## config.mk

```make
export PLATFORM = sky130hd
export DESIGN_NAME = dispatch_top
export DESIGN_NICKNAME = d
export VERILOG_FILES = /design/src/rtl/pip_types_pkg.sv /design/src/rtl/dispatch_top.sv /design/src/rtl/entry_fifo.sv /design/src/rtl/id.sv /design/src/rtl/idec.sv /design/src/rtl/rob_alloc.sv
export SDC_FILE = /design/constraint.sdc
export NUM_CORES = 2
export LEC_CHECK = 0
export BUFFER_PORTS_ARGS = -buffer_cell sky130_fd_sc_hd__buf_4
export CAP_MARGIN = 20
export CELL_PAD_IN_SITES_DETAIL_PLACEMENT = 1
export CELL_PAD_IN_SITES_GLOBAL_PLACEMENT = 1
export CORE_ASPECT_RATIO = 0.7
export CORE_MARGIN = 5
export CORE_UTILIZATION = 35
export CTS_CLUSTER_SIZE = 10
export DETAILED_ROUTE_END_ITERATION = 8
export PLACE_DENSITY = 0.54
export SETUP_SLACK_MARGIN = 0.1
export SLEW_MARGIN = 30
export SYNTH_ARGS = -nofsm -noshare
export SYNTH_HDL_FRONTEND = slang
export SYNTH_SLANG_ARGS = --single-unit
```

## constraint.sdc

```tcl
create_clock -name clock -period 18.8 [get_ports clock]
set_input_delay 0.94 -clock clock [delete_from_list [all_inputs] [get_ports clock]]
set_output_delay 0.94 -clock clock [all_outputs]
set_load 0.01 [all_outputs]
```

## src/rtl/pip_types_pkg.sv

```systemverilog
package pip_types_pkg;

  // ******************************
  // machine width
  // ******************************

  localparam int LANES = 4;

  // ******************************
  // decoded instruction
  // ******************************

  typedef enum logic [3:0] {
    op_alu,
    op_alu_imm,
    op_load,
    op_store,
    op_branch,
    op_jal,
    op_jalr,
    op_lui,
    op_auipc,
    op_illegal
  } op_class_t;

  typedef struct packed {
    logic [31:0] pc;
    op_class_t   op;
    logic [4:0]  dest_reg;
    logic        dest_reg_valid;
    logic [4:0]  src1;
    logic [4:0]  src2;
    logic [31:0] imm;
    logic        illegal;
  } dec_inst_t;

  // ******************************
  // queue payloads
  // ******************************

  typedef struct packed {
    logic [LANES-1:0][31:0] inst_word;
    logic [LANES-1:0][31:0] pc;
    logic [LANES-1:0]       lane_valid;
    logic                   stream;
  } fetch_bundle_t;

  typedef struct packed {
    dec_inst_t  dec_inst;
    logic [7:0] rob_slot;  // upper bits stay zero for shallower reorder buffers
    logic       stream;
  } iq_entry_t;

  typedef struct packed {
    iq_entry_t [LANES-1:0] entries;  // valid entries are packed into the low lanes
    logic [1:0]            count_m1;
  } dispatch_group_t;

endpackage

```

## src/rtl/dispatch_top.sv

```systemverilog
`timescale 1ns/100ps

module dispatch_top import pip_types_pkg::*; #(
  parameter int ROB_DEPTHLOG2 = 4,
  parameter int FETCH_DEPTH   = 4,
  parameter int IQ_DEPTH      = 4
) (
  input  logic            clock,
  input  logic            reset_n,
  input  logic            fetch_valid,
  input  fetch_bundle_t   fetch_bundle,
  output logic            fetch_ready,
  input  logic            flush,
  input  logic            flush_stream,
  input  logic            retire_valid,
  input  logic [1:0]      retire_count,
  output logic            group_valid,
  output dispatch_group_t group,
  input  logic            group_ready
);

  fetch_bundle_t                        fq_head;
  logic                                 fq_valid;
  logic                                 fq_pop;
  logic                                 fq_full;
  logic                                 reserve;
  logic [1:0]                           reserve_count;
  logic [LANES-1:0][ROB_DEPTHLOG2-1:0] reserved_slots;
  logic                                 rob_full;
  logic                                 ins_enable;
  dispatch_group_t                      new_group;
  logic                                 iq_full;

  assign fetch_ready = ~fq_full;

  entry_fifo #(
    .DEPTH     (FETCH_DEPTH),
    .payload_t (fetch_bundle_t)
  ) u_fetch_q (
    .clock     (clock),
    .reset_n   (reset_n),
    .push      (fetch_valid),  // the queue ignores a push while full
    .push_data (fetch_bundle),
    .full      (fq_full),
    .pop       (fq_pop),
    .pop_data  (fq_head),
    .pop_valid (fq_valid)
  );

  id #(
    .ROB_DEPTHLOG2 (ROB_DEPTHLOG2)
  ) u_id (
    .clock          (clock),
    .reset_n        (reset_n),
    .bundle         (fq_head),
    .bundle_valid   (fq_valid),
    .bundle_pop     (fq_pop),
    .flush          (flush),
    .flush_stream   (flush_stream),
    .reserve        (reserve),
    .reserve_count  (reserve_count),
    .reserved_slots (reserved_slots),
    .rob_full       (rob_full),
    .ins_enable     (ins_enable),
    .new_group      (new_group),
    .iq_full        (iq_full)
  );

  rob_alloc #(
    .ROB_DEPTHLOG2 (ROB_DEPTHLOG2)
  ) u_rob_alloc (
    .clock          (clock),
    .reset_n        (reset_n),
    .reserve        (reserve),
    .reserve_count  (reserve_count),
    .retire_valid   (retire_valid),
    .retire_count   (retire_count),
    .reserved_slots (reserved_slots),
    .rob_full       (rob_full)
  );

  entry_fifo #(
    .DEPTH     (IQ_DEPTH),
    .payload_t (dispatch_group_t)
  ) u_issue_q (
    .clock     (clock),
    .reset_n   (reset_n),
    .push      (ins_enable),
    .push_data (new_group),
    .full      (iq_full),
    .pop       (group_ready),
    .pop_data  (group),
    .pop_valid (group_valid)
  );

endmodule

```

## src/rtl/entry_fifo.sv

```systemverilog
`timescale 1ns/100ps

module entry_fifo #(
  parameter int  DEPTH     = 4,
  parameter type payload_t = logic
) (
  input  logic     clock,
  input  logic     reset_n,
  input  logic     push,
  input  payload_t push_data,
  output logic     full,
  input  logic     pop,
  output payload_t pop_data,
  output logic     pop_valid
);

  localparam int PW = (DEPTH > 1) ? $clog2(DEPTH) : 1;
  localparam int CW = $clog2(DEPTH + 1);

  payload_t      mem [DEPTH];
  logic [PW-1:0] wr_ptr;
  logic [PW-1:0] rd_ptr;
  logic [CW-1:0] count;
  logic          live;
  logic          do_push;
  logic          do_pop;

  // pointers wrap explicitly so DEPTH need not be a power of two
  function automatic logic [PW-1:0] next_ptr(input logic [PW-1:0] p);
    return (p == PW'(DEPTH - 1)) ? '0 : p + 1'b1;
  endfunction

  // the queue reports full until the first edge after reset
  assign full      = ~live | (count == CW'(DEPTH));
  assign pop_valid = (count != '0);
  assign pop_data  = mem[rd_ptr];

  assign do_push = push & ~full;
  assign do_pop  = pop & pop_valid;

  always_ff @(posedge clock) begin
    if (do_push)
      mem[wr_ptr] <= push_data;
  end

  always_ff @(posedge clock, negedge reset_n) begin
    if (!reset_n) begin
      wr_ptr <= '0;
      rd_ptr <= '0;
      count  <= '0;
      live   <= 1'b0;
    end else begin
      live <= 1'b1;
      if (do_push)
        wr_ptr <= next_ptr(wr_ptr);
      if (do_pop)
        rd_ptr <= next_ptr(rd_ptr);

      case ({do_push, do_pop})
        2'b10:   count <= count + 1'b1;
        2'b01:   count <= count - 1'b1;
        default: count <= count;  // idle, or push and pop together
      endcase
    end
  end

endmodule

```

## src/rtl/id.sv

```systemverilog
`timescale 1ns/100ps

module id import pip_types_pkg::*; #(
  parameter int ROB_DEPTHLOG2 = 4
) (
  input  logic                                 clock,
  input  logic                                 reset_n,
  input  fetch_bundle_t                        bundle,
  input  logic                                 bundle_valid,
  output logic                                 bundle_pop,
  input  logic                                 flush,
  input  logic                                 flush_stream,
  output logic                                 reserve,
  output logic [1:0]                           reserve_count,
  input  logic [LANES-1:0][ROB_DEPTHLOG2-1:0] reserved_slots,
  input  logic                                 rob_full,
  output logic                                 ins_enable,
  output dispatch_group_t                      new_group,
  input  logic                                 iq_full
);

  dec_inst_t  dec_inst [LANES];
  logic       flush_r;
  logic       flush_stream_r;
  logic       stall;
  logic       any_valid;
  logic       drop;
  logic [2:0] lane_cnt;

  for (genvar i = 0; i < LANES; i++) begin : g_dec
    idec u_idec (
      .pc        (bundle.pc[i]),
      .inst_word (bundle.inst_word[i]),
      .di        (dec_inst[i])
    );
  end

  // ******************************
  // flush tracking
  // ******************************

  // the flushed stream stays blocked until the other stream shows up at decode
  always_ff @(posedge clock, negedge reset_n) begin
    if (!reset_n) begin
      flush_r        <= 1'b0;
      flush_stream_r <= 1'b0;
    end else if (flush) begin
      flush_r        <= 1'b1;
      flush_stream_r <= flush_stream;
    end else if (flush_r && bundle_valid && (bundle.stream != flush_stream_r)) begin
      flush_r        <= 1'b0;
      flush_stream_r <= 1'b0;
    end
  end

  assign drop = (flush   && (bundle.stream == flush_stream))
              | (flush_r && (bundle.stream == flush_stream_r));

  // ******************************
  // stall, reserve and pop
  // ******************************

  always_comb begin
    lane_cnt = '0;
    for (int i = 0; i < LANES; i++)
      lane_cnt += 3'(bundle.lane_valid[i]);
  end

  assign any_valid     = |bundle.lane_valid;
  assign reserve_count = 2'(lane_cnt - 3'd1);  // don't care while reserve is low
  assign stall         = rob_full | iq_full;

  assign ins_enable = bundle_valid & any_valid & ~drop & ~stall;
  assign reserve    = ins_enable;

  // dropped and empty bundles leave the queue even while stalled
  assign bundle_pop = bundle_valid & (ins_enable | drop | ~any_valid);

  // ******************************
  // lane compaction
  // ******************************

  always_comb begin
    logic [1:0] slot;

    new_group          = '0;
    new_group.count_m1 = reserve_count;
    for (int k = 0; k < LANES; k++) begin
      new_group.entries[k].rob_slot = 8'(reserved_slots[k]);
      new_group.entries[k].stream   = bundle.stream;
    end

    // lowest valid lane goes first, later ones fill in behind it
    slot = '0;
    for (int i = 0; i < LANES; i++) begin
      if (bundle.lane_valid[i]) begin
        new_group.entries[slot].dec_inst = dec_inst[i];
        slot = slot + 1'b1;
      end
    end
  end

endmodule

```

## src/rtl/idec.sv

```systemverilog
`timescale 1ns/100ps

module idec import pip_types_pkg::*; (
  input  logic [31:0] pc,
  input  logic [31:0] inst_word,
  output dec_inst_t   di
);

  localparam logic [6:0] OPC_ALU     = 7'b0110011;
  localparam logic [6:0] OPC_ALU_IMM = 7'b0010011;
  localparam logic [6:0] OPC_LOAD    = 7'b0000011;
  localparam logic [6:0] OPC_STORE   = 7'b0100011;
  localparam logic [6:0] OPC_BRANCH  = 7'b1100011;
  localparam logic [6:0] OPC_JAL     = 7'b1101111;
  localparam logic [6:0] OPC_JALR    = 7'b1100111;
  localparam logic [6:0] OPC_LUI     = 7'b0110111;
  localparam logic [6:0] OPC_AUIPC   = 7'b0010111;

  logic [6:0]  opcode;
  logic [4:0]  rd;
  logic [4:0]  rs1;
  logic [4:0]  rs2;
  logic [31:0] imm_i;
  logic [31:0] imm_s;
  logic [31:0] imm_b;
  logic [31:0] imm_u;
  logic [31:0] imm_j;
  logic        writes_rd;

  assign opcode = inst_word[6:0];
  assign rd     = inst_word[11:7];
  assign rs1    = inst_word[19:15];
  assign rs2    = inst_word[24:20];

  // immediates for every format, sign bit is always bit 31
  assign imm_i = {{20{inst_word[31]}}, inst_word[31:20]};
  assign imm_s = {{20{inst_word[31]}}, inst_word[31:25], inst_word[11:7]};
  assign imm_b = {{19{inst_word[31]}}, inst_word[31], inst_word[7],
                  inst_word[30:25], inst_word[11:8], 1'b0};
  assign imm_u = {inst_word[31:12], 12'h000};
  assign imm_j = {{11{inst_word[31]}}, inst_word[31], inst_word[19:12],
                  inst_word[20], inst_word[30:21], 1'b0};

  always_comb begin
    di         = '0;
    di.pc      = pc;
    di.op      = op_illegal;
    di.illegal = 1'b0;
    writes_rd  = 1'b0;

    case (opcode)
      OPC_ALU: begin
        di.op     = op_alu;
        di.src1   = rs1;
        di.src2   = rs2;
        writes_rd = 1'b1;
      end
      OPC_ALU_IMM: begin
        di.op     = op_alu_imm;
        di.src1   = rs1;
        di.imm    = imm_i;
        writes_rd = 1'b1;
      end
      OPC_LOAD: begin
        di.op     = op_load;
        di.src1   = rs1;
        di.imm    = imm_i;
        writes_rd = 1'b1;
      end
      OPC_STORE: begin
        di.op   = op_store;
        di.src1 = rs1;
        di.src2 = rs2;
        di.imm  = imm_s;
      end
      OPC_BRANCH: begin
        di.op   = op_branch;
        di.src1 = rs1;
        di.src2 = rs2;
        di.imm  = imm_b;
      end
      OPC_JAL: begin
        di.op     = op_jal;
        di.imm    = imm_j;
        writes_rd = 1'b1;
      end
      OPC_JALR: begin
        di.op     = op_jalr;
        di.src1   = rs1;
        di.imm    = imm_i;
        writes_rd = 1'b1;
      end
      OPC_LUI: begin
        di.op     = op_lui;
        di.imm    = imm_u;
        writes_rd = 1'b1;
      end
      OPC_AUIPC: begin
        di.op     = op_auipc;
        di.imm    = imm_u;
        writes_rd = 1'b1;
      end
      default: di.illegal = 1'b1;  // system, csr and anything unknown
    endcase

    // x0 writes are discarded, so they never claim a destination
    if (writes_rd) begin
      di.dest_reg       = rd;
      di.dest_reg_valid = (rd != 5'd0);
    end
  end

endmodule

```

## src/rtl/rob_alloc.sv

```systemverilog
`timescale 1ns/100ps

module rob_alloc import pip_types_pkg::*; #(
  parameter int ROB_DEPTHLOG2 = 4
) (
  input  logic                                 clock,
  input  logic                                 reset_n,
  input  logic                                 reserve,
  input  logic [1:0]                           reserve_count,
  input  logic                                 retire_valid,
  input  logic [1:0]                           retire_count,
  output logic [LANES-1:0][ROB_DEPTHLOG2-1:0] reserved_slots,
  output logic                                 rob_full
);

  localparam int ROB_DEPTH = 1 << ROB_DEPTHLOG2;
  localparam int CW        = ROB_DEPTHLOG2 + 1;

  logic [ROB_DEPTHLOG2-1:0] tail;
  logic [CW-1:0]            free_cnt;
  logic [CW-1:0]            take;
  logic [CW-1:0]            give;

  // ******************************
  // slot offer to decode
  // ******************************

  // lane k is offered tail+k, the adder wraps at the depth by truncation
  always_comb begin
    for (int k = 0; k < LANES; k++)
      reserved_slots[k] = tail + ROB_DEPTHLOG2'(k);
  end

  // a full group may need every lane, so less than LANES free means full
  assign rob_full = (free_cnt < CW'(LANES));

  // ******************************
  // tail and free count
  // ******************************

  assign take = reserve      ? CW'(reserve_count) + 1'b1 : '0;
  assign give = retire_valid ? CW'(retire_count) + 1'b1  : '0;

  always_ff @(posedge clock, negedge reset_n) begin
    if (!reset_n) begin
      tail     <= '0;
      free_cnt <= CW'(ROB_DEPTH);
    end else begin
      if (reserve)
        tail <= tail + ROB_DEPTHLOG2'(reserve_count) + 1'b1;
      free_cnt <= free_cnt - take + give;  // retirement frees the oldest slots
    end
  end

endmodule

```

==> out/metrics.yaml <==
htreeDepth: 5
syn_area_mm2: 0.0989
finClkSkew_ps: 66.8
power_density_mw_per_mm2: 180
cp_max_fo: 116
period_share: 0.388
fin_nets: 5778
fillers: 26500
arrival_ps: 7710
rrSetupSlack_ps: 11500
totalWireLength_um: 326000
post_cts_resize_count: 0
hold_viol_final: 0
slew_violations: 0
rows: 163
async_reset_ff_frac: 0.0104
clk_latency_ps: 850
final_core_util: 0.413
mostFrequentLayoutCell: "edfxtp_1"
cts_tree: "done"
crit_required_ps: 19210
synth_edf_count: 2472
leakage_nw: 37.1
grt_overflow: 0
crit_path_start_kind: "flip-flop"
drt_pass1_iterations: 8
layout_common_cells: "2472 x edfxtp_1, 728 x buf_4, 615 x mux4_2, 299 x clkbuf_16, 124 x nand2_1"
die_h_um: 455
antenna_found_initial: 122
slew_headroom: 0.263
rsz0062_at_grt: "false"
io_pins: 650
root_buffer: "clkbuf_16"
cts.clk_slew.worst_paths_ps: 60
cts_num_sinks: 2498
ant_nets: 0
grt_pass1_wl_um: 447000
portBuffers: 633
status: "finished, final reports clean"
setup-violations-final: 0
finalNonFillerCells: 9351
cts_setup_buffers: 0
drt-initial-drc-count: 5769
holdWs_ps: 288
grt_use_total: 0.217
grt_pass1_vias: 54000
synth.distinct_cells: 92
synth_seq_cells: 2498
hold_buffers: 1
fin_setup_tns_ps: 0
syn2layout_area_growth_pct: 17.5
yosys.area.top_type: "edfxtp_1"
ys.warnings.count: 0
route.detailed.drc: 0
wl_met1_um: 141000
peakVddDrop_v: 0.000147
synth_ff_type: "edfxtp_1"
cts_buffer_depth: 4
dr.max_layer_used: "met5"
met3_length_um: 27500
seq_area_frac_synth: 0.757
avgViaCountPerCell: 5.68
period_minus_slack_ps: 7300
maxCapViolCount: 0
cts_buffers: 294
avgSynthCellArea_um2: 20.9
die_w_um: 645
via_count: 53100
grt_max_degree: 128
route.met2.wl_um: 150000
wl_per_cell_um: 34.9
start_util: 0.351
drive_gt1_frac: 0.319
yosys-top-cells-area: "edfxtp_1 75%, mux4_2 14%, a221oi_1 0.76%"
max_slew.worst_pin.slew_ps: 1110
crit_type: "flip-flop to flip-flop"
dpl.hpwl_um: 220000
synth_top_area_frac: 0.751
worst_setup_path_end_kind: "flip-flop"
die_area_mm2: 0.293
place_congestion: 0.870
max_freq_ghz: 0.137
placedCellCount: 8966
core_area_mm2: 0.282
hp-class: "input pin to flip-flop"
synth_cells: 4725
[registers in the layout, summed over array words and instances (netlist names)]
signal	cells
u_rob_alloc.free_cnt	5
u_fetch_q.mem	1044
u_id.flush_stream_r	1
u_fetch_q.count	3
u_issue_q.wr_ptr	2
u_rob_alloc.tail	4
u_issue_q.rd_ptr	2
u_issue_q.count	3
u_id.flush_r	1
u_issue_q.live	1
u_issue_q.mem	1428
u_fetch_q.wr_ptr	2
u_fetch_q.rd_ptr	2
[cell usage after synthesis (33+ instances only)]
library cell and count:
edfxtp_1 2472, mux4_2 615, clkbuf_1 166, nand2_1 127, o21ai_0 117, o22ai_1 106
nor2_1 104, a21oi_1 98, a221oi_1 86, a22o_1 67, buf_1 55, inv_1 48
buf_2 44, a221o_1 43, buf_4 39, nand3_1 33
[stage by stage]
step	setup WS [ps]	total power, W	cell area [um^2]
2_1_floorplan	7550	0.0124	98900
3_3_place_gp	11650	0.0160	108000
3_5_place_dp	11450	0.0161	108000
4_1_cts	11430	0.0211	116000
5_1_grt	11100	0.0218	116000
6_report	11500	0.0209	116000
[critical path, stage by stage, from the launching register on]
cell	delay (ps)
dfrtp_4	840
mux4_2	730
inv_1	290
ha_1	320
inv_1	250
nor3_1	180
a221oi_1	300
nor3b_2	640
and2_4	760
buf_4	790
buf_12	650
buf_4	780
[per-layer routing]
metal,vias up,global-route usage
li1,21500,-
met1,28700,0.310
met2,2348,0.336
met3,549,0.0571
met4,36,0.0450
met5,-,0
[cell type report]
type | instances | area (um^2) | share of cell area
well taps | 3795 | 4750 | 0.0409
inverters | 49 | 184 | 0.00158
clock inverters | 20 | 239 | 0.00206
repair buffers | 743 | 5740 | 0.0494
flip-flops and latches | 2498 | 74900 | 0.644
diodes | 23 | 57.6 | 0.000495
multi-input cells | 1884 | 22700 | 0.195
clock buffers | 339 | 7640 | 0.0658
[final timing paths]
| kind | start | endpoint | depth (start not counted) |
|---|---|---|---|
| setup / recovery | u_fetch_q.rd_ptr[1]$_DFFE_PN0P_ | u_issue_q.mem[3][349]$_DFFE_PP_ | 11 |
| hold / removal | fetch_bundle[9] | u_fetch_q.mem[0][9]$_DFFE_PP_ | 1 |
| setup reg to reg | u_fetch_q.rd_ptr[1]$_DFFE_PN0P_ | u_issue_q.mem[3][349]$_DFFE_PP_ | 11 |
| hold reg to reg | u_issue_q.count[2]$_DFFE_PN0P_ | u_issue_q.count[2]$_DFFE_PN0P_ | 1 |
| max in group asynchronous | reset_n | u_issue_q.rd_ptr[0]$_DFFE_PN0P_ | 2 |
| min in group asynchronous | reset_n | u_fetch_q.wr_ptr[1]$_DFFE_PN0P_ | 2 |
[power by group]
part / internal, W / switching (W) / total, W
clock network: 0.00285 / 0.00211 / 0.00495
registers: 0.00754 / 0.000236 / 0.00777
logic: 0.00282 / 0.00538 / 0.00820
total: 0.0132 / 0.00772 / 0.0209
[cell families (layout without fill, tap and decap cells)]
family / count (synthesis) / after routing / synth area share
flops: 2498 / 2498 / 0.757
simple gates: 448 / 448 / 0.0237
mux: 636 / 636 / 0.142
other cells: 2 / 40 / 0.0000759
buf+inv: 358 / 1151 / 0.0161
xor+xnor: 24 / 24 / 0.00213
compound gates: 721 / 721 / 0.0532
fa+ha+maj: 38 / 38 / 0.00534
Power figures use the tool's default switching activity.
